<file path="src/logic/nes_consts.svh">
/*
 * Cartridge path constants. Page shifts assume the iNES page sizes of 16 KB PRG
 * and 8 KB CHR. The memory map keeps CHR in the upper half of a 4 MB space.
 */
`ifndef NES_CONSTS_SVH
`define NES_CONSTS_SVH

// iNES header
`define NES_HDR_BYTES 16
`define NES_MAGIC0 8'h4E // 'N'
`define NES_MAGIC1 8'h45 // 'E'
`define NES_MAGIC2 8'h53 // 'S'
`define NES_MAGIC3 8'h1A

// Page sizes as shift amounts
`define NES_PRG_PAGE_SHIFT 14
`define NES_CHR_PAGE_SHIFT 13

// Memory side
`define NES_MEM_ADDR_W 22
`define NES_CHR_BASE 22'h20_0000 // Top address bit set
`define NES_BYTES_LEFT_W 22

// Core takes a memory write on one phase of its four-phase enable
`define NES_SLOT_PHASE 3

// Controller ports
`define NES_JOY_SHIFT_W 24
`define NES_TAP_SIG_P1 8'h08
`define NES_TAP_SIG_P2 8'h04

`endif

</file>
<file path="src/logic/nes_cart_pkg.sv">
/*
 * Shared cartridge types. The header union keeps byte 0 in the low bits,
 * so bytes[i] is byte i of the file. Mapper flag layout follows the core's
 * 25-bit flag word with the mapper number in the low byte.
 */
`include "nes_consts.svh"

package nes_cart_pkg;

	// Captured iNES header seen as raw bytes or as named fields
	typedef union packed {
		logic [`NES_HDR_BYTES-1:0][7:0] bytes;
		struct packed {
			logic [55:0] rest;      // Bytes 9 to 15 with byte 9 lowest
			logic [7:0]  submapper; // Byte 8
			logic [7:0]  flags7;
			logic [7:0]  flags6;
			logic [7:0]  chr_pages; // 8 KB units
			logic [7:0]  prg_pages; // 16 KB units
			logic [31:0] magic;     // Byte 0 lowest
		} f;
	} nes_header_u;

	typedef struct packed {
		logic [7:0] submapper;   // NES 2.0 only
		logic       four_screen;
		logic       chr_ram;
		logic       mirroring;
		logic [2:0] chr_size;
		logic [2:0] prg_size;
		logic [7:0] mapper;
	} mapper_flags_t;

	// One byte bound for cartridge memory
	typedef struct packed {
		logic [`NES_MEM_ADDR_W-1:0] addr;
		logic [7:0]                 data;
	} mem_write_t;

	// Buttons in NES order with A in bit 0 and Right in bit 7
	typedef struct packed {
		logic [7:0] pad_a;
		logic [7:0] pad_b;
		logic [7:0] pad_c;
		logic [7:0] pad_d;
	} pad_set_t;

endpackage

</file>
<file path="src/logic/cart_write_slot.sv">
/*
 * One-entry hold buffer in front of the core's memory slot. A write is
 * released as a one-cycle strobe on the slot phase, so throughput is at most
 * one byte every four clocks. wr_ready is low while a write is held.
 */
`timescale 1ns/1ps
`include "nes_consts.svh"

module cart_write_slot (
	input  logic                     clk,
	input  logic                     reset,
	input  nes_cart_pkg::mem_write_t wr_req,
	input  logic                     wr_valid,
	output logic                     wr_ready,
	output nes_cart_pkg::mem_write_t mem_req,
	output logic                     mem_wr
);

	localparam logic [1:0] SLOT_PHASE = 2'(`NES_SLOT_PHASE);

	logic [1:0] slot;  // Stands in for the core's clock enable
	logic held;
	logic at_slot;
	nes_cart_pkg::mem_write_t held_req;

	assign at_slot  = (slot == SLOT_PHASE);
	assign wr_ready = !held;

	// Strobe lasts exactly the slot cycle
	assign mem_wr  = held && at_slot;
	assign mem_req = held_req;

	always_ff @(posedge clk) begin
		if (reset) begin
			slot <= '0;
			held <= 1'b0;
		end else begin
			slot <= slot + 1'b1;
			if (wr_valid && wr_ready)
				held <= 1'b1;
			else if (mem_wr)
				held <= 1'b0; // Released on this edge
		end
	end

	always_ff @(posedge clk) begin
		if (wr_valid && wr_ready)
			held_req <= wr_req;
	end

endmodule

</file>
<file path="src/logic/ines_header_decode.sv">
/*
 * Pure decode of a captured iNES header. Outputs are only meaningful once
 * all 16 bytes are in. Trainers are not supported and count as a bad header.
 */
`timescale 1ns/1ps
`include "nes_consts.svh"

module ines_header_decode (
	input  nes_cart_pkg::nes_header_u   header,
	input  logic                        invert_mirroring,
	output logic                        header_ok,
	output nes_cart_pkg::mapper_flags_t mapper_flags
);

	localparam logic [31:0] MAGIC = {`NES_MAGIC3, `NES_MAGIC2, `NES_MAGIC1, `NES_MAGIC0};

	logic trainer;
	logic is_nes20;
	logic is_dirty;
	logic magic_ok;

	// Smallest k with pages <= 2**k, saturating at 7
	function automatic logic [2:0] size_code(input logic [7:0] pages);
		logic [2:0] code;
		code = 3'd7;
		for (int k = 6; k >= 0; k--) begin
			if ({1'b0, pages} <= (9'd1 << k))
				code = 3'(k);
		end
		return code;
	endfunction

	assign magic_ok = (header.f.magic == MAGIC);
	assign trainer  = header.f.flags6[2];
	assign header_ok = magic_ok && !trainer;

	// NES 2.0 signature in flags 7
	assign is_nes20 = (header.f.flags7[3:2] == 2'b10);

	// Old dumps often carry junk in the tail bytes
	assign is_dirty = !is_nes20 &&
		((header.bytes[9][7:1] != 7'd0) || (header.bytes[15:10] != '0));

	assign mapper_flags.mapper = {
		is_dirty ? 4'h0 : header.f.flags7[7:4], // Upper nibble untrusted in dirty headers
		header.f.flags6[7:4]
	};
	assign mapper_flags.prg_size = size_code(header.f.prg_pages);
	assign mapper_flags.chr_size = size_code(header.f.chr_pages);
	assign mapper_flags.mirroring = header.f.flags6[0] ^ invert_mirroring;
	assign mapper_flags.chr_ram = (header.f.chr_pages == 8'd0); // No CHR ROM means CHR RAM
	assign mapper_flags.four_screen = header.f.flags6[3];
	assign mapper_flags.submapper = is_nes20 ? header.f.submapper : 8'h00;

endmodule

</file>
<file path="src/logic/joypad_ports.sv">
/*
 * Two controller ports with serial readout. Strobe wins over a port clock
 * edge in the same cycle. Multitap adds pads C and D plus the signature byte
 * and all further bits read as zero.
 */
`timescale 1ns/1ps
`include "nes_consts.svh"

module joypad_ports (
	input  logic                   clk,
	input  logic                   reset,
	input  nes_cart_pkg::pad_set_t pads,
	input  logic                   multitap,
	input  logic                   joy_swap,
	input  logic                   joy_strobe,
	input  logic [1:0]             joy_clk,
	output logic [1:0]             joy_data
);

	logic [1:0][`NES_JOY_SHIFT_W-1:0] shift_q;
	logic [1:0][`NES_JOY_SHIFT_W-1:0] load_val;
	logic [1:0] joy_clk_q;  // Previous port clock levels
	logic [1:0] clk_fall;
	logic [7:0] first_pad;
	logic [7:0] second_pad;
	logic [15:0] tap_p1;
	logic [15:0] tap_p2;

	assign first_pad  = joy_swap ? pads.pad_b : pads.pad_a;
	assign second_pad = joy_swap ? pads.pad_a : pads.pad_b;

	// Extra pad then signature when the tap is plugged in
	assign tap_p1 = multitap ? {`NES_TAP_SIG_P1, pads.pad_c} : 16'h0000;
	assign tap_p2 = multitap ? {`NES_TAP_SIG_P2, pads.pad_d} : 16'h0000;

	assign load_val[0] = {tap_p1, first_pad};
	assign load_val[1] = {tap_p2, second_pad};

	assign clk_fall = joy_clk_q & ~joy_clk;

	always_ff @(posedge clk) begin
		if (reset) begin
			shift_q   <= '0;
			joy_clk_q <= '0;
		end else begin
			joy_clk_q <= joy_clk;
			for (int n = 0; n < 2; n++) begin
				if (joy_strobe)
					shift_q[n] <= load_val[n];
				else if (clk_fall[n])
					shift_q[n] <= {1'b0, shift_q[n][`NES_JOY_SHIFT_W-1:1]}; // Zero fill
			end
		end
	end

	assign joy_data = {shift_q[1][0], shift_q[0][0]};

endmodule

</file>
<file path="src/logic/nes_cart_top.sv">
/*
 * Cartridge path top. in_ready comes straight from the write slot buffer,
 * so the stream is throttled to the core's memory slot. done may lead the
 * last mem_wr by up to four clocks.
 */
`timescale 1ns/1ps

module nes_cart_top (
	input  logic                        clk,
	input  logic                        reset,
	input  logic [7:0]                  in_byte,
	input  logic                        in_valid,
	output logic                        in_ready,
	input  logic                        downloading,
	input  logic                        invert_mirroring,
	output nes_cart_pkg::mem_write_t    mem_req,
	output logic                        mem_wr,
	output nes_cart_pkg::mapper_flags_t mapper_flags,
	output logic                        busy,
	output logic                        done,
	output logic                        fail,
	input  nes_cart_pkg::pad_set_t      pads,
	input  logic                        multitap,
	input  logic                        joy_swap,
	input  logic                        joy_strobe,
	input  logic [1:0]                  joy_clk,
	output logic [1:0]                  joy_data
);

	nes_cart_pkg::nes_header_u   header;
	nes_cart_pkg::mapper_flags_t decoded_flags;
	nes_cart_pkg::mem_write_t    wr_req;
	logic header_ok;
	logic wr_valid;

	rom_loader u_loader (
		.clk(clk),
		.reset(reset),
		.in_byte(in_byte),
		.in_valid(in_valid),
		.in_ready(in_ready),
		.downloading(downloading),
		.invert_mirroring(invert_mirroring),
		.header_ok(header_ok),
		.decoded_flags(decoded_flags),
		.header(header),
		.wr_req(wr_req),
		.wr_valid(wr_valid),
		.mapper_flags(mapper_flags),
		.busy(busy),
		.done(done),
		.fail(fail)
	);

	ines_header_decode u_decode (
		.header(header),
		.invert_mirroring(invert_mirroring),
		.header_ok(header_ok),
		.mapper_flags(decoded_flags)
	);

	cart_write_slot u_slot (
		.clk(clk),
		.reset(reset),
		.wr_req(wr_req),
		.wr_valid(wr_valid),
		.wr_ready(in_ready), // Loader takes a byte only when the buffer is free
		.mem_req(mem_req),
		.mem_wr(mem_wr)
	);

	joypad_ports u_joy (
		.clk(clk),
		.reset(reset),
		.pads(pads),
		.multitap(multitap),
		.joy_swap(joy_swap),
		.joy_strobe(joy_strobe),
		.joy_clk(joy_clk),
		.joy_data(joy_data)
	);

endmodule

</file>
<file path="src/logic/rom_loader.sv">
/*
 * iNES loader. Header bytes are also written to memory at 0 to 15 before PRG
 * overwrites them. Trainer and FDS images are rejected. After done or fail
 * further bytes are accepted and dropped until reset.
 */
`timescale 1ns/1ps
`include "nes_consts.svh"

module rom_loader (
	input  logic                        clk,
	input  logic                        reset,
	input  logic [7:0]                  in_byte,
	input  logic                        in_valid,
	input  logic                        in_ready,
	input  logic                        downloading,
	input  logic                        invert_mirroring,
	input  logic                        header_ok,
	input  nes_cart_pkg::mapper_flags_t decoded_flags,
	output nes_cart_pkg::nes_header_u   header,
	output nes_cart_pkg::mem_write_t    wr_req,
	output logic                        wr_valid,
	output nes_cart_pkg::mapper_flags_t mapper_flags,
	output logic                        busy,
	output logic                        done,
	output logic                        fail
);

	localparam logic [3:0] HDR_LAST = 4'(`NES_HDR_BYTES - 1);
	localparam logic [`NES_BYTES_LEFT_W-1:0] LAST_LEFT = 1;

	typedef enum logic [2:0] {
		ST_HEADER,
		ST_PRG,
		ST_CHR,
		ST_ERROR,
		ST_DONE
	} state_t;

	state_t state, state_next;
	logic [3:0] hdr_cnt;
	logic hdr_full;  // All header bytes captured and waiting for the check
	logic [`NES_MEM_ADDR_W-1:0] addr;
	logic [`NES_BYTES_LEFT_W-1:0] bytes_left;
	logic [`NES_BYTES_LEFT_W-1:0] prg_bytes;
	logic [`NES_BYTES_LEFT_W-1:0] chr_bytes;
	logic take;
	logic hdr_take;
	logic seg_take;

	assign prg_bytes = {{(`NES_BYTES_LEFT_W-8){1'b0}}, header.f.prg_pages} << `NES_PRG_PAGE_SHIFT;
	assign chr_bytes = {{(`NES_BYTES_LEFT_W-8){1'b0}}, header.f.chr_pages} << `NES_CHR_PAGE_SHIFT;

	// Stream bytes outside a download are ignored
	assign take     = in_valid && in_ready && downloading;
	assign hdr_take = take && (state == ST_HEADER) && !hdr_full;
	assign seg_take = take && ((state == ST_PRG) || (state == ST_CHR));

	assign wr_valid    = hdr_take || seg_take;
	assign wr_req.addr = addr;
	assign wr_req.data = in_byte;

	// Empty segments are skipped so a segment state never sits at zero bytes
	always_comb begin
		state_next = state;
		case (state)
			ST_HEADER: begin
				if (hdr_full) begin
					if (!header_ok)
						state_next = ST_ERROR;
					else if (prg_bytes != '0)
						state_next = ST_PRG;
					else
						state_next = (chr_bytes != '0) ? ST_CHR : ST_DONE;
				end
			end
			ST_PRG: begin
				if (seg_take && bytes_left == LAST_LEFT)
					state_next = (chr_bytes != '0) ? ST_CHR : ST_DONE;
			end
			ST_CHR: begin
				if (seg_take && bytes_left == LAST_LEFT)
					state_next = ST_DONE;
			end
			default: state_next = state; // Error and done hold until reset
		endcase
	end

	always_ff @(posedge clk) begin
		if (hdr_take)
			header.bytes[hdr_cnt] <= in_byte;
	end

	always_ff @(posedge clk) begin
		if (reset) begin
			state        <= ST_HEADER;
			hdr_cnt      <= '0;
			hdr_full     <= 1'b0;
			addr         <= '0;
			bytes_left   <= '0;
			busy         <= 1'b0;
			done         <= 1'b0;
			fail         <= 1'b0;
			mapper_flags <= '0;
		end else begin
			state <= state_next;
			busy  <= (state_next == ST_PRG) || (state_next == ST_CHR);
			done  <= (state_next == ST_DONE) || (state_next == ST_ERROR);
			fail  <= (state_next == ST_ERROR);

			if (hdr_take) begin
				hdr_cnt  <= hdr_cnt + 1'b1;
				hdr_full <= (hdr_cnt == HDR_LAST);
				addr     <= addr + 1'b1;
			end else if (seg_take) begin
				addr       <= addr + 1'b1;
				bytes_left <= bytes_left - 1'b1;
			end

			// Segment entry overrides the running address
			if (state_next == ST_PRG && state != ST_PRG) begin
				addr       <= '0;
				bytes_left <= prg_bytes;
			end else if (state_next == ST_CHR && state != ST_CHR) begin
				addr       <= `NES_CHR_BASE;
				bytes_left <= chr_bytes;
			end

			if (state_next == ST_DONE && state != ST_DONE)
				mapper_flags <= decoded_flags;
			else if (state == ST_DONE)
				mapper_flags.mirroring <= header.f.flags6[0] ^ invert_mirroring; // Follows the option after load
		end
	end

endmodule
</file>
<file path="config.mk">
export PLATFORM = sky130hd
export DESIGN_NAME = nes_cart_top
export DESIGN_NICKNAME = d
export VERILOG_FILES = /design/src/logic/nes_cart_pkg.sv /design/src/logic/cart_write_slot.sv /design/src/logic/ines_header_decode.sv /design/src/logic/joypad_ports.sv /design/src/logic/nes_cart_top.sv /design/src/logic/rom_loader.sv
export VERILOG_INCLUDE_DIRS = /design/src /design/src/logic
export SDC_FILE = /design/constraint.sdc
export NUM_CORES = 1
export LEC_CHECK = 0
export BUFFER_PORTS_ARGS = -buffer_cell sky130_fd_sc_hd__buf_2
export CAP_MARGIN = 30
export CORE_ASPECT_RATIO = 1.4
export CORE_MARGIN = 2
export CORE_UTILIZATION = 50
export DETAILED_ROUTE_END_ITERATION = 10
export PLACE_DENSITY = 0.69
export SYNTH_ARGS = -nofsm -noshare
export SYNTH_HDL_FRONTEND = slang
export SYNTH_HIERARCHICAL = 1
export SYNTH_SLANG_ARGS = --single-unit
export TNS_END_PERCENT = 10
</file>
<file path="constraint.sdc">
create_clock -name clk -period 6.3 [get_ports clk]
set_input_delay 0.315 -clock clk [delete_from_list [all_inputs] [get_ports clk]]
set_output_delay 0.315 -clock clk [all_outputs]
set_load 0.02 [all_outputs]
</file>
==> Yosys cells after proc, flatten, opt, wreduce, memory -nomap -nowiden <==
Cells that the tools add are included.
Widths: inputs -> output; s select.
{ "word_totals": {"ff_bits": 291, "latch_bits": 0, "mem_bits_rw": 0, "mem_bits_ro": 0, "in_bits": 50, "word_cells": 154, "n_memories": 0} }
{ "classes": {"addsub": 4, "n_mul": 0, "div_mod_pow": 0, "order_cmp": 16, "eq_ne": 17, "n_shift": 0, "mux": 45, "bitwise": 4, "n_reduce_logical": 42} }
{ "ops": {"columns": ["op", "n"], "rows": [
  ["$mux 22", 7],
  ["$bwmux 128", 1],
  ["$mux 24", 4],
  ["$reduce_bool 48->1", 1],
  ["$reduce_bool 22->1", 2],
  ["$mux 3", 14],
  ["$demux 8 s4", 1],
  ["$eq 32x29->1 const B", 1],
  ["$mux 8", 4],
  ["$add 22x1->22 const B", 1],
  ["$eq 22x1->1 const B", 1],
  ["$sub 22x1->22 const B", 1],
  ["$le 8x1->1 const B", 2],
  ["$le 8x2->1 const B", 2],
  ["$le 8x3->1 const B", 2],
  ["$le 8x4->1 const B", 2],
  ["$le 8x5->1 const B", 2],
  ["$le 8x6->1 const B", 2],
  ["$le 8x7->1 const B", 2],
  ["$logic_and 1x1->1", 14],
  ["$mux 12", 1],
  ["$reduce_bool 2->1", 6],
  ["$mux 11", 1],
  ["$eq 3x2->1 const B", 3],
  ["29 further kinds", 51]
]} }

==> Longest topological paths before layout <==
Gate-level depths: netlist (run 1).
{ "depth": {"ltp_word": 11, "mapped_depth": 12, "mapped_depth_nobuf": 10} }

==> Modules after synthesis <==
Netlist (run 1), hierarchy kept.
{ "by_module_without_submodules": {"columns": ["module", "n_inst", "cells_each", "area_each_um2", "seq_area_each_um2"], "rows": [
  ["rom_loader", 1, 579, 7858.8, 5445.2],
  ["joypad_ports", 1, 210, 2092.0, 820.8],
  ["cart_write_slot", 1, 41, 1018.5, 960.9],
  ["ines_header_decode", 1, 97, 616.8, 0.0]
]} }

==> Least setup slack after synthesis (run 1) <==
OpenSTA, ideal clock, no wires.
{ "synth_path": {"kind": "register -> register", "startpoint": "reg u_loader.bytes_left[13]", "endpoint": "reg u_loader.bytes_left[15]", "setup_time_ps": 122, "arrival_ps": 2757, "t_required_ps": 6178, "setup_slack_ps": 3422, "stages_incl_launch_ff": 9, "path_buffers": 1, "synth_period_minus_slack_ps": 2878, "path_cell_list": "dfxtp_1 or4_1 buf_2 or4_4 o31ai_4 a32oi_1 o31ai_4 nor2_4 a221o_1"} }
{ "synth_via": {"elab_chain_cells": 8} }
{ "synth_rtl": {"columns": ["element", "line_no", "text"], "rows": [
  ["start: declaration", "rom_loader.sv:43", "logic [`NES_BYTES_LEFT_W-1:0] bytes_left;"],
  ["start signal: assignment", "rom_loader.sv:116", "bytes_left <= bytes_left - 1'b1;"],
  ["start signal: assignment", "rom_loader.sv:122", "bytes_left <= prg_bytes;"],
  ["start signal: assignment", "rom_loader.sv:125", "bytes_left <= chr_bytes;"],
  ["$eq 22x1->1", "rom_loader.sv:77, rom_loader.sv:81", null],
  ["$logic_and 1x1->1", "rom_loader.sv:77, rom_loader.sv:81", null],
  ["$mux 3 (on tied branches)", "rom_loader.sv:81, rom_loader.sv:77", null],
  ["$pmux 3 s3", "rom_loader.sv:65", "case (state)"],
  ["$eq 3x2->1 or $eq 3x1->1 (tied branches)", "rom_loader.sv:123, rom_loader.sv:120", null],
  ["$logic_and 1x1->1 (on tied branches)", "rom_loader.sv:123, rom_loader.sv:120", null],
  ["$ne 3x3->1 (no source line), or another cell as far along", null, null],
  ["$reduce_and 2->1 (no source line) or $mux 22 (tied branches)", null, null]
]} }
Parallel ways exist; a longest one is shown, timed or not. The select of a mux whose other input is x is not followed.
A chain may end at the register's enable or synchronous reset.

==> Worst setup path in the final report (run 1) <==
{ "layout_path": {"startpoint": "reg u_loader.bytes_left[5]", "endpoint": "reg u_loader/mapper_flags[11] (netlist name)"} }
{ "layout_via": {"elab_chain_cells": 6} }
{ "layout_rtl": {"columns": ["element", "line_no", "text"], "rows": [
  ["$eq 22x1->1 *", "rom_loader.sv:77, rom_loader.sv:81", null],
  ["$logic_and 1x1->1 *", "rom_loader.sv:77, rom_loader.sv:81", null],
  ["$mux 3 (on tied branches)", "rom_loader.sv:81, rom_loader.sv:77", null],
  ["$pmux 3 s3 *", "rom_loader.sv:65", null],
  ["$eq 3x3->1 *", "rom_loader.sv:128", "if (state_next == ST_DONE && state != ST_DONE)"],
  ["$logic_and 1x1->1 *", "rom_loader.sv:128", null]
]} }
Mark *: on every way between the ends. The rest lies on a longest branch, timed or not.

==> impl_metrics.py, run 1 <==
metrics = {
    "status": {
        "outcome": "completed",
    },
    "detailed_routing": {
        "detail-route-antenna-nets": 0,
        "routed_via_density": 5.43,
        "routed_wirelength_um": 22300,
        "first_iter_violations": 567,
        "routed_length_per_instance_um": 16.7,
        "drc": 0,
        "route.vias.total": 7251,
        "detailedRoute.firstPassIterationCount": 5,
    },
    "worst_hold_path": {
        "min_delay_path_depth": 2,
        "min_from": "joy_clk[0]",
        "hold_path.class": "in -> reg",
        "whs_endpoint": "u_joy/joy_clk_q[0]",
    },
    "cts": {
        "clockBufferDepth": 3,
        "clock_tree_from_tritoncts": "built",
        "cts_made_buffers": 26,
        "clock_latency_ns": 0.53,
        "cts-root-buf": "sky130_fd_sc_hd__clkbuf_16",
        "clkTransAtPathRegs_ns": 0.07,
        "htree_levels": 1,
        "cts-resized-gates": 0,
        "post-cts-setup-buffers": 0,
        "cts_sinks": 278,
        "cts_hold_buf": 0,
    },
    "sta": {
        "period_minus_ws_final_ns": 3.34,
        "finalMaxSlewViolations": 0,
        "transition_at_the_pin_with_the_smallest_max_transition_slack_ns": 0.984,
        "postLayoutSetupSlackWorst_ns": 2.96,
        "clock.fmax_mhz": 300,
        "skew_ns": 0.0163,
        "rsz0062_at_grt": "false",
        "timing.final.hold_violations": 0,
        "post-route-period-util_pct": 53.0,
        "relSlewSlack_pct": 33.8,
        "finalSetupTns_ns": 0,
        "setup_viol_count_final": 0,
    },
    "placement": {
        "port_buffers": 111,
        "place.gp.congestion": 0.860,
        "dpl.hpwl_um": 14800,
        "dpl_worst_slack_ns": 3.00,
    },
    "critical_path": {
        "worst-r2r-cell-count": 8,
        "reg2reg_from": "u_loader/bytes_left[5]",
        "worst-endpoint-required_ns": 6.70,
        "crit_path_max_fanout": 24,
        "worstSetupStartpointType": "flip-flop",
        "worst_setup_path_end_kind": "flip-flop",
        "arrival_time_reported_for_the_critical_path_endpoint_ns": 3.74,
        "crit-reg2reg-capture": "u_loader/mapper_flags[11]",
        "r2r_setup_slack_ns": 2.96,
        "worstSetupPathType": "reg -> reg",
    },
    "flow_run": {
        "max-cap-violations": 0,
    },
    "synth": {
        "synthesis.area_um2": 11500,
        "mappedNetlistNets": 981,
        "syn-mean-instance-area_um2": 12.4,
        "postSynthCellCount": 923,
        "ys_warn_count": 6,
    },
    "global_routing": {
        "number_of_global_route_vias_before_repair": 7064,
        "grt_max_degree": 44,
        "globalRoute.totalOverflow": 0,
        "first_pass_grt_wire_length_um": 35900,
        "grt_antenna_before_repair": 0,
        "track_usage_pct": 18.3,
    },
    "floorplan": {
        "initial_core_util_pct": 50.9,
        "die_width_um": 132,
        "io_pins": 112,
        "design.die.area_um2": 24200,
        "coreArea_um2": 22500,
        "placement_rows": 65,
        "die_h_um": 183,
    },
    "finish": {
        "antenna_cells": 0,
        "area_growth_syn_to_layout_pct": 13.4,
        "design.final.nets": 1073,
        "fraction_of_final_layout_cells_with_drive_strength_greater_than_1_pct": 21.5,
    },
    "power_and_ir_drop": {
        "vdd_ir_drop_max_v": 0.000209,
        "standby_leakage_power_uw": 0.00489,
        "power-per-cell-area_nw_per_um2": 288,
    },
}
-- registers in the layout, summed over array words and instances, names as in the netlist, 2 cells and up --
register,flops
u_joy/shift_q,37
u_loader/hdr_cnt,4
u_loader/state,3
u_loader/header,124
u_joy/joy_data,2
u_loader/mapper_flags,25
u_loader/addr,22
u_slot/mem_req,30
u_loader/bytes_left,22
u_joy/joy_clk_q,2
u_slot/slot,2
-- layer usage --
metal  track usage, %  wire [µm]
met1             23.4       9620
met2             32.0      11200
met3             2.46        868
met4             6.43        619
met5                0          0
-- power breakdown --
| part | switching, µW | internal [µW] | total (µW) |
|---|---|---|---|
| clock | 655 | 976 | 1630 |
| sequential | 13.5 | 1940 | 1960 |
| combinational | 94.8 | 62.5 | 157 |
-- worst max-delay path, stage by stage, from the launching register on --
cell                      delay, ns
sky130_fd_sc_hd__dfxtp_1       0.35
sky130_fd_sc_hd__nor4_1        0.86
sky130_fd_sc_hd__and3_1        0.37
sky130_fd_sc_hd__nand4_1       0.14
sky130_fd_sc_hd__a21oi_1       0.49
sky130_fd_sc_hd__and4_1        0.29
sky130_fd_sc_hd__buf_4         0.39
sky130_fd_sc_hd__mux2i_1       0.26
sky130_fd_sc_hd__nor2_1        0.05
-- layout make-up --
class                      instances  area (µm²)
multi-input combinational        573        3920
timing repair buffer             121         633
fill                            1890        9530
tap                              301         377
clock inverter                    14         184
inverter                          15        56.3
sequential                       278        7110
clock buffer                      34         722
-- stage by stage --
stage / hold slack, ns / utilization (%) / instance area [µm²] / cells / power (µW)
floorplan: 0.382 / - / 11500 / 923 / 2100
finish: 0.0221 / 57.7 / 13000 / 1336 / 3740
CTS: 0.00164 / 57.7 / 13000 / 1336 / 3780
global placement: 0.408 / 53.5 / 12100 / 1283 / 2150
global route: 0.0320 / 57.7 / 13000 / 1336 / 3860
detailed placement: 0.418 / 53.7 / 12100 / 1288 / 2150
-- placed cells by master, fill, tap and decap left out, types with 15 or more instances in the layout --
master / count
sky130_fd_sc_hd__nor4_1: 20
sky130_fd_sc_hd__clkbuf_16: 27
sky130_fd_sc_hd__inv_1: 15
sky130_fd_sc_hd__xnor2_1: 21
sky130_fd_sc_hd__nand2_1: 47
sky130_fd_sc_hd__nand3_1: 17
sky130_fd_sc_hd__edfxtp_1: 154
sky130_fd_sc_hd__mux2_2: 24
sky130_fd_sc_hd__o21a_1: 33
sky130_fd_sc_hd__buf_2: 115
sky130_fd_sc_hd__nor2_1: 109
sky130_fd_sc_hd__xor2_1: 23
sky130_fd_sc_hd__and2_1: 15
sky130_fd_sc_hd__mux2i_1: 50
sky130_fd_sc_hd__nand4_1: 20
sky130_fd_sc_hd__dfxtp_1: 124
sky130_fd_sc_hd__nor3_1: 20
sky130_fd_sc_hd__a21oi_1: 44
-- how the worst max path moves through the flow --
stage                            startpoint                         to  slack, ns  depth (start not counted)
finish               u_loader/bytes_left[5]  u_loader/mapper_flags[11]       2.96                          8
global route         u_loader/bytes_left[5]   u_loader/mapper_flags[7]       2.65                          8
CTS                  u_loader/bytes_left[5]   u_loader/mapper_flags[2]       2.98                          8
detailed placement   u_loader/bytes_left[5]   u_loader/mapper_flags[3]       3.00                          8
global placement     u_loader/bytes_left[5]   u_loader/mapper_flags[1]       3.10                          8
floorplan           u_loader/bytes_left[13]    u_loader/bytes_left[15]       3.42                          8
Note: power is estimated with default switching activity, not from simulation.
==> inputs of run 2 (changes only) <==
Settings changed: PLACE_DENSITY 0.69 to 0.72.
Clock period 6.3 ns to 2.9 ns, I/O delays scaled along.
==> run 2 against run 1 <==
Compared with the run above:
- first-iteration DRC count is 7.9% lower
- global-route usage increased by 0.91 points
- clock-buffer cell count did not move
- critical endpoint is now u_loader/bytes_left[12]
- total power grew 120%
- routed wire length grew 6.1%
- non-clock buffer count is 72 higher
- setup slack got worse by 2.9 ns
- die area stayed put
- critical path depth did not move
- combinational power grew 140%
==> impl_metrics.py, run 2 (synthesized netlist as in run 1, its figures left out) <==
metrics = {
    "global_routing": {
        "first_pass_grt_wire_length_um": 37500,
        "track_usage_pct": 19.2,
        "number_of_global_route_vias_before_repair": 7492,
        "globalRoute.totalOverflow": 0,
        "grt_antenna_before_repair": 0,
        "grt_max_degree": 80,
    },
    "critical_path": {
        "crit_path_max_incr_delay_ns": 0.55,
        "worst-endpoint-required_ns": 3.37,
        "critical_path_depth": 8,
        "worst_setup_path_end_kind": "flip-flop",
        "reg2reg_from": "u_loader/bytes_left[13]",
        "critical_path.most_common_cell": "sky130_fd_sc_hd__or4_4",
        "worst_path_dominant_cell_family": "simple AND/OR/NAND/NOR gates",
        "crit-reg2reg-capture": "u_loader/bytes_left[12]",
        "worst-r2r-cell-count": 8,
        "worstSetupStartpointType": "flip-flop",
        "crit_path_max_fanout": 30,
        "critical_path_buf_inv_count": 2,
        "critical-path-slowest-cell": "sky130_fd_sc_hd__or4_4",
        "arrival_time_reported_for_the_critical_path_endpoint_ns": 3.30,
        "worstSetupPathType": "reg -> reg",
        "r2r_setup_slack_ns": 0.06,
        "timing.critical_path.cells": "or4_4, or4_4, or4_4, a32oi_2, o31ai_4, buf_4, buf_12, a21oi_1",
    },
    "sta": {
        "period_minus_ws_final_ns": 2.84,
        "postLayoutSetupSlackWorst_ns": 0.0623,
        "clock.fmax_mhz": 352,
        "rsz0062_at_grt": "true",
        "timing.final.hold_violations": 0,
        "finalMaxSlewViolations": 0,
        "transition_at_the_pin_with_the_smallest_max_transition_slack_ns": 0.976,
        "skew_ns": 0.0133,
        "post-route-period-util_pct": 97.9,
        "setup_viol_count_final": 0,
        "relSlewSlack_pct": 35.0,
    },
    "cts": {
        "clockBufferDepth": 3,
        "cts_made_buffers": 27,
        "clkTransAtPathRegs_ns": 0.06,
        "clock_tree_from_tritoncts": "built",
        "clock_latency_ns": 0.54,
        "cts-root-buf": "sky130_fd_sc_hd__clkbuf_16",
        "htree_levels": 1,
        "cts_sinks": 278,
    },
    "finish": {
        "utilization_after_layout_pct": 60.9,
        "largest_reg_flops": 124,
        "mostFrequentLayoutCells": "sky130_fd_sc_hd__edfxtp_1 (154), sky130_fd_sc_hd__dfxtp_1 (124), sky130_fd_sc_hd__buf_2 (111)",
        "area_growth_syn_to_layout_pct": 19.6,
        "layout.area.seq_um2": 7110,
        "finalNonFillerCells": 1410,
        "number_of_fillers_in_the_final_layout": 1759,
        "final_common_cell": "sky130_fd_sc_hd__edfxtp_1",
        "antenna_cells": 0,
        "fraction_of_final_layout_cells_with_drive_strength_greater_than_1_pct": 26.3,
        "multi_input_comb_area_um2": 4000,
        "design.final.nets": 1146,
    },
    "power_and_ir_drop": {
        "power-per-cell-area_nw_per_um2": 594,
        "standby_leakage_power_uw": 0.00526,
        "vdd_ir_drop_max_v": 0.000382,
        "total_power_uw": 8150,
    },
    "placement": {
        "port_buffers": 111,
        "place.detailed.instances": 1338,
        "dpl_worst_slack_ns": -0.0407,
        "place.gp.congestion": 0.915,
        "dpl.hpwl_um": 15400,
    },
    "detailed_routing": {
        "routed_length_per_instance_um": 16.8,
        "drc": 0,
        "routed_via_density": 5.39,
        "first_iter_violations": 522,
        "detail-route-antenna-nets": 0,
        "detailedRoute.firstPassIterationCount": 5,
        "routed_wirelength_um": 23700,
        "route.vias.total": 7597,
    },
    "floorplan": {
        "coreArea_um2": 22500,
        "placement_rows": 65,
        "design.die.area_um2": 24200,
        "die_width_um": 132,
        "die_h_um": 183,
        "initial_core_util_pct": 50.9,
        "io_pins": 112,
    },
    "worst_hold_path": {
        "whs_endpoint": "u_joy/shift_q[7]",
        "min_from": "pads[31]",
        "hold_path.class": "in -> reg",
        "min_delay_path_depth": 4,
    },
    "status": {
        "outcome": "completed",
    },
    "flow_run": {
        "max-cap-violations": 0,
    },
}
==> run 2: changes by cell type in the layout (fill, tap and decap cells not counted), moves of 3 or more <==
cell,change
sky130_fd_sc_hd__buf_4,+54
sky130_fd_sc_hd__buf_2,-4
sky130_fd_sc_hd__or4_1,-3
sky130_fd_sc_hd__dlygate4sd3_1,+19
sky130_fd_sc_hd__or4_4,+3
==> run 2: how the worst max path moves through the flow <==
stage                       startpoint                      end  slack (ns)
2_1_floorplan  u_loader/bytes_left[13]  u_loader/bytes_left[15]        0.02
3_5_place_dp   u_loader/bytes_left[13]  u_loader/bytes_left[15]       -0.04
5_1_grt        u_loader/bytes_left[13]  u_loader/bytes_left[12]       -0.03
4_1_cts        u_loader/bytes_left[13]  u_loader/bytes_left[12]       -0.04
6_report       u_loader/bytes_left[13]  u_loader/bytes_left[12]        0.06
3_3_place_gp   u_loader/bytes_left[13]  u_loader/bytes_left[15]      -0.005
==> run 2: area by class of cell <==
cell class	instances	area share (%)
flip-flops and latches	278	51.8
multi-input cells	573	29.1
repair buffers	193	9.29
clock buffers	34	5.34
well taps	301	2.75
clock inverters	16	1.27
inverters	15	0.411
==> run 2: layer usage <==
metal,GRT usage (%),up-vias,routed length [µm]
met1,22.3,3684,9650
met2,35.6,173,12400
li1,-,3695,-
met3,2.76,45,924
met5,0,-,0
met4,7.35,0,675
==> run 2: what timing repair did <==
item                                   CTS  global route
pin swaps                                1             4
endpoints found under the hold margin   19             0
buffers inserted                         1             1
setup endpoints to repair               31            62
hold buffers                            19             0
gates cloned                             0             1
gates resized for setup                  2            16
==> run 2: stage by stage <==
stage / hold WS [ns] / setup TNS [ns] / area [µm²]
after floorplan: 0.212 / 0 / 11500
after global placement: 0.371 / -0.00546 / 12500
after detailed placement: 0.379 / -0.192 / 12500
after CTS: 0.00865 / -0.177 / 13600
after global routing: 0.0392 / -0.0505 / 13700
final: 0.0432 / 0 / 13700
==> run 2: worst min-delay path, cell delays in order <==
cell and delay [ns]:
sky130_fd_sc_hd__buf_2 0.10, sky130_fd_sc_hd__mux2i_1 0.11, sky130_fd_sc_hd__a21oi_1 0.08, sky130_fd_sc_hd__o21a_1 0.09
==> run 2: report_power, final <==
part / total, µW / internal [µW] / leakage (µW) / switching (µW)
sequential: 4250 / 4220 / 0.00243 / 29.9
combinational: 373 / 160 / 0.00239 / 213
clock: 3520 / 2060 / 0.000446 / 1460
total: 8150 / 6440 / 0.00526 / 1700
==> inputs of run 3 (changes only) <==
Clock period 2.9 ns to 2.5 ns, I/O delays scaled along.
==> run 3 against run 2 <==
Compared with the run above:
- the flow now finishes with violations (setup timing)
- critical path depth is 1 higher
- setup slack worse by 0.38 ns
- register-to-register slack worse by 0.38 ns
- clock power is 14% higher
- total power is 15% higher
- cell count is 3.2% higher
- highest routed layer unchanged
==> impl_metrics.py, run 3 (synthesized netlist as in run 1, its figures left out) <==
metrics = {
    "cts": {
        "htree_levels": 1,
        "clkTransAtPathRegs_ns": 0.07,
        "clock_latency_ns": 0.53,
        "cts-root-buf": "sky130_fd_sc_hd__clkbuf_16",
        "clockBufferDepth": 3,
        "cts_sinks": 278,
        "clock_tree_from_tritoncts": "built",
        "cts_made_buffers": 26,
    },
    "finish": {
        "number_of_fillers_in_the_final_layout": 1706,
        "mostFrequentLayoutCells": "sky130_fd_sc_hd__edfxtp_1 (154), sky130_fd_sc_hd__dfxtp_1 (122), sky130_fd_sc_hd__buf_2 (111)",
        "finalNonFillerCells": 1455,
        "utilization_after_layout_pct": 63.5,
        "largest_reg_flops": 124,
        "final_common_cell": "sky130_fd_sc_hd__edfxtp_1",
        "design.final.nets": 1192,
        "fraction_of_final_layout_cells_with_drive_strength_greater_than_1_pct": 30.8,
        "area_growth_syn_to_layout_pct": 24.8,
        "antenna_cells": 0,
    },
    "placement": {
        "port_buffers": 111,
        "place.gp.congestion": 0.871,
        "place.detailed.instances": 1377,
        "dpl.hpwl_um": 15800,
    },
    "floorplan": {
        "die_h_um": 183,
        "design.die.area_um2": 24200,
        "coreArea_um2": 22500,
        "initial_core_util_pct": 50.9,
        "die_width_um": 132,
        "placement_rows": 65,
        "io_pins": 112,
    },
    "sta": {
        "setup_viol_count_final": 68,
        "finalMaxSlewViolations": 0,
        "post-route-period-util_pct": 113,
        "skew_ns": 0.0185,
        "clock.fmax_mhz": 355,
        "relSlewSlack_pct": 47.4,
        "postLayoutSetupSlackWorst_ns": -0.319,
        "transition_at_the_pin_with_the_smallest_max_transition_slack_ns": 0.790,
        "timing.final.hold_violations": 0,
        "period_minus_ws_final_ns": 2.82,
        "rsz0062_at_grt": "true",
    },
    "global_routing": {
        "track_usage_pct": 19.5,
        "grt_max_degree": 42,
        "number_of_global_route_vias_before_repair": 7578,
        "globalRoute.totalOverflow": 0,
        "grt_antenna_before_repair": 0,
        "first_pass_grt_wire_length_um": 38000,
    },
    "detailed_routing": {
        "routed_length_per_instance_um": 16.7,
        "route.vias.total": 7762,
        "detailedRoute.firstPassIterationCount": 4,
        "routed_wirelength_um": 24200,
        "first_iter_violations": 555,
        "detail-route-antenna-nets": 0,
        "drc": 0,
        "routed_via_density": 5.33,
    },
    "critical_path": {
        "worst_path_dominant_cell_family": "simple AND/OR/NAND/NOR gates",
        "worst-r2r-cell-count": 9,
        "worstSetupPathType": "reg -> reg",
        "crit_path_max_incr_delay_ns": 0.55,
        "worst_setup_path_end_kind": "flip-flop",
        "timing.critical_path.cells": "or4_4, or4_4, buf_6, o31ai_4, buf_4, a32oi_4, o31ai_4, nor2_4, a221o_1",
        "worst-endpoint-required_ns": 2.92,
        "crit_path_max_fanout": 6,
        "critical_path_depth": 9,
        "worstSetupStartpointType": "flip-flop",
        "arrival_time_reported_for_the_critical_path_endpoint_ns": 3.24,
        "critical-path-slowest-cell": "sky130_fd_sc_hd__or4_4",
        "critical_path_buf_inv_count": 2,
    },
    "power_and_ir_drop": {
        "vdd_ir_drop_max_v": 0.000582,
        "total_power_uw": 9390,
        "standby_leakage_power_uw": 0.00553,
        "power-per-cell-area_nw_per_um2": 656,
    },
    "status": {
        "outcome": "complete, but fails checks",
        "failing_checks": "setup timing",
    },
    "worst_hold_path": {
        "min_delay_path_depth": 1,
        "hold_path.class": "in -> reg",
    },
    "flow_run": {
        "max-cap-violations": 0,
    },
}
==> run 3: cell count changes in the layout (fill, tap and decap cells not counted), moves of 3 or more <==
| cell | before | now |
|---|---|---|
| sky130_fd_sc_hd__clkinv_2 | 8 | 5 |
| sky130_fd_sc_hd__nor2_1 | 109 | 105 |
| sky130_fd_sc_hd__a21oi_2 | 1 | 4 |
| sky130_fd_sc_hd__nand3_1 | 17 | 14 |
| sky130_fd_sc_hd__nor2_4 | 1 | 4 |
| sky130_fd_sc_hd__a21oi_1 | 43 | 39 |
| sky130_fd_sc_hd__buf_6 | 0 | 5 |
| sky130_fd_sc_hd__buf_4 | 59 | 95 |
==> run 3: worst paths after layout <==
path,from,to,slack [ns]
worst min-delay path,in_byte[0],u_loader/header[96],0.03
worst max register to register,u_loader/bytes_left[15],u_loader/bytes_left[16],-0.32
worst min register to register,u_slot/slot[0],u_slot/slot[0],0.43
worst max-delay path,u_loader/bytes_left[15],u_loader/bytes_left[16],-0.32
==> run 3: cell type report <==
type	count	area (µm²)	share of cell area, %
well taps	301	377	2.63
clock inverters	15	166	1.16
repair buffers	240	1750	12.2
inverters	15	56.3	0.393
multi-input cells	573	4140	28.9
flip-flops and latches	278	7110	49.7
clock buffers	33	718	5.02
==> run 3: through the flow <==
stage               area [µm²]  hold slack, ns  setup slack [ns]  TNS (ns)
floorplan                11500           0.192            -0.332     -7.99
global placement         12900           0.350            -0.256    -10.29
detailed placement       12900           0.357            -0.323    -12.58
CTS                      14200          0.0179            -0.337    -17.13
global route             14300          0.0274            -0.379    -21.15
finish                   14300          0.0259            -0.319    -16.47
==> run 3: layer usage <==
metal / global-route usage (%) / wire length (µm) / up-vias
met3: 2.63 / 853 / 44
met4: 7.39 / 669 / 0
li1: - / - / 3787
met5: 0 / 0 / -
met2: 35.7 / 12700 / 158
met1: 23.2 / 9990 / 3773
==> run 3: what timing repair did <==
action | in CTS | in global routing
hold buffers | 19 | 0
cloned | 2 | 3
setup buffers | 5 | 1
hold endpoints to repair | 19 | 0
resized for setup | 29 | 17
pin swaps | 33 | 18
endpoints found under the setup margin | 69 | 72
==> run 3: power by group <==
| group | internal (µW) | leakage [µW] | switching, µW | total, µW |
|---|---|---|---|---|
| registers | 4890 | 0.00243 | 35.0 | 4930 |
| logic | 210 | 0.00267 | 258 | 467 |
| clock network | 2350 | 0.000430 | 1650 | 4000 |
| total | 7460 | 0.00553 | 1940 | 9390 |
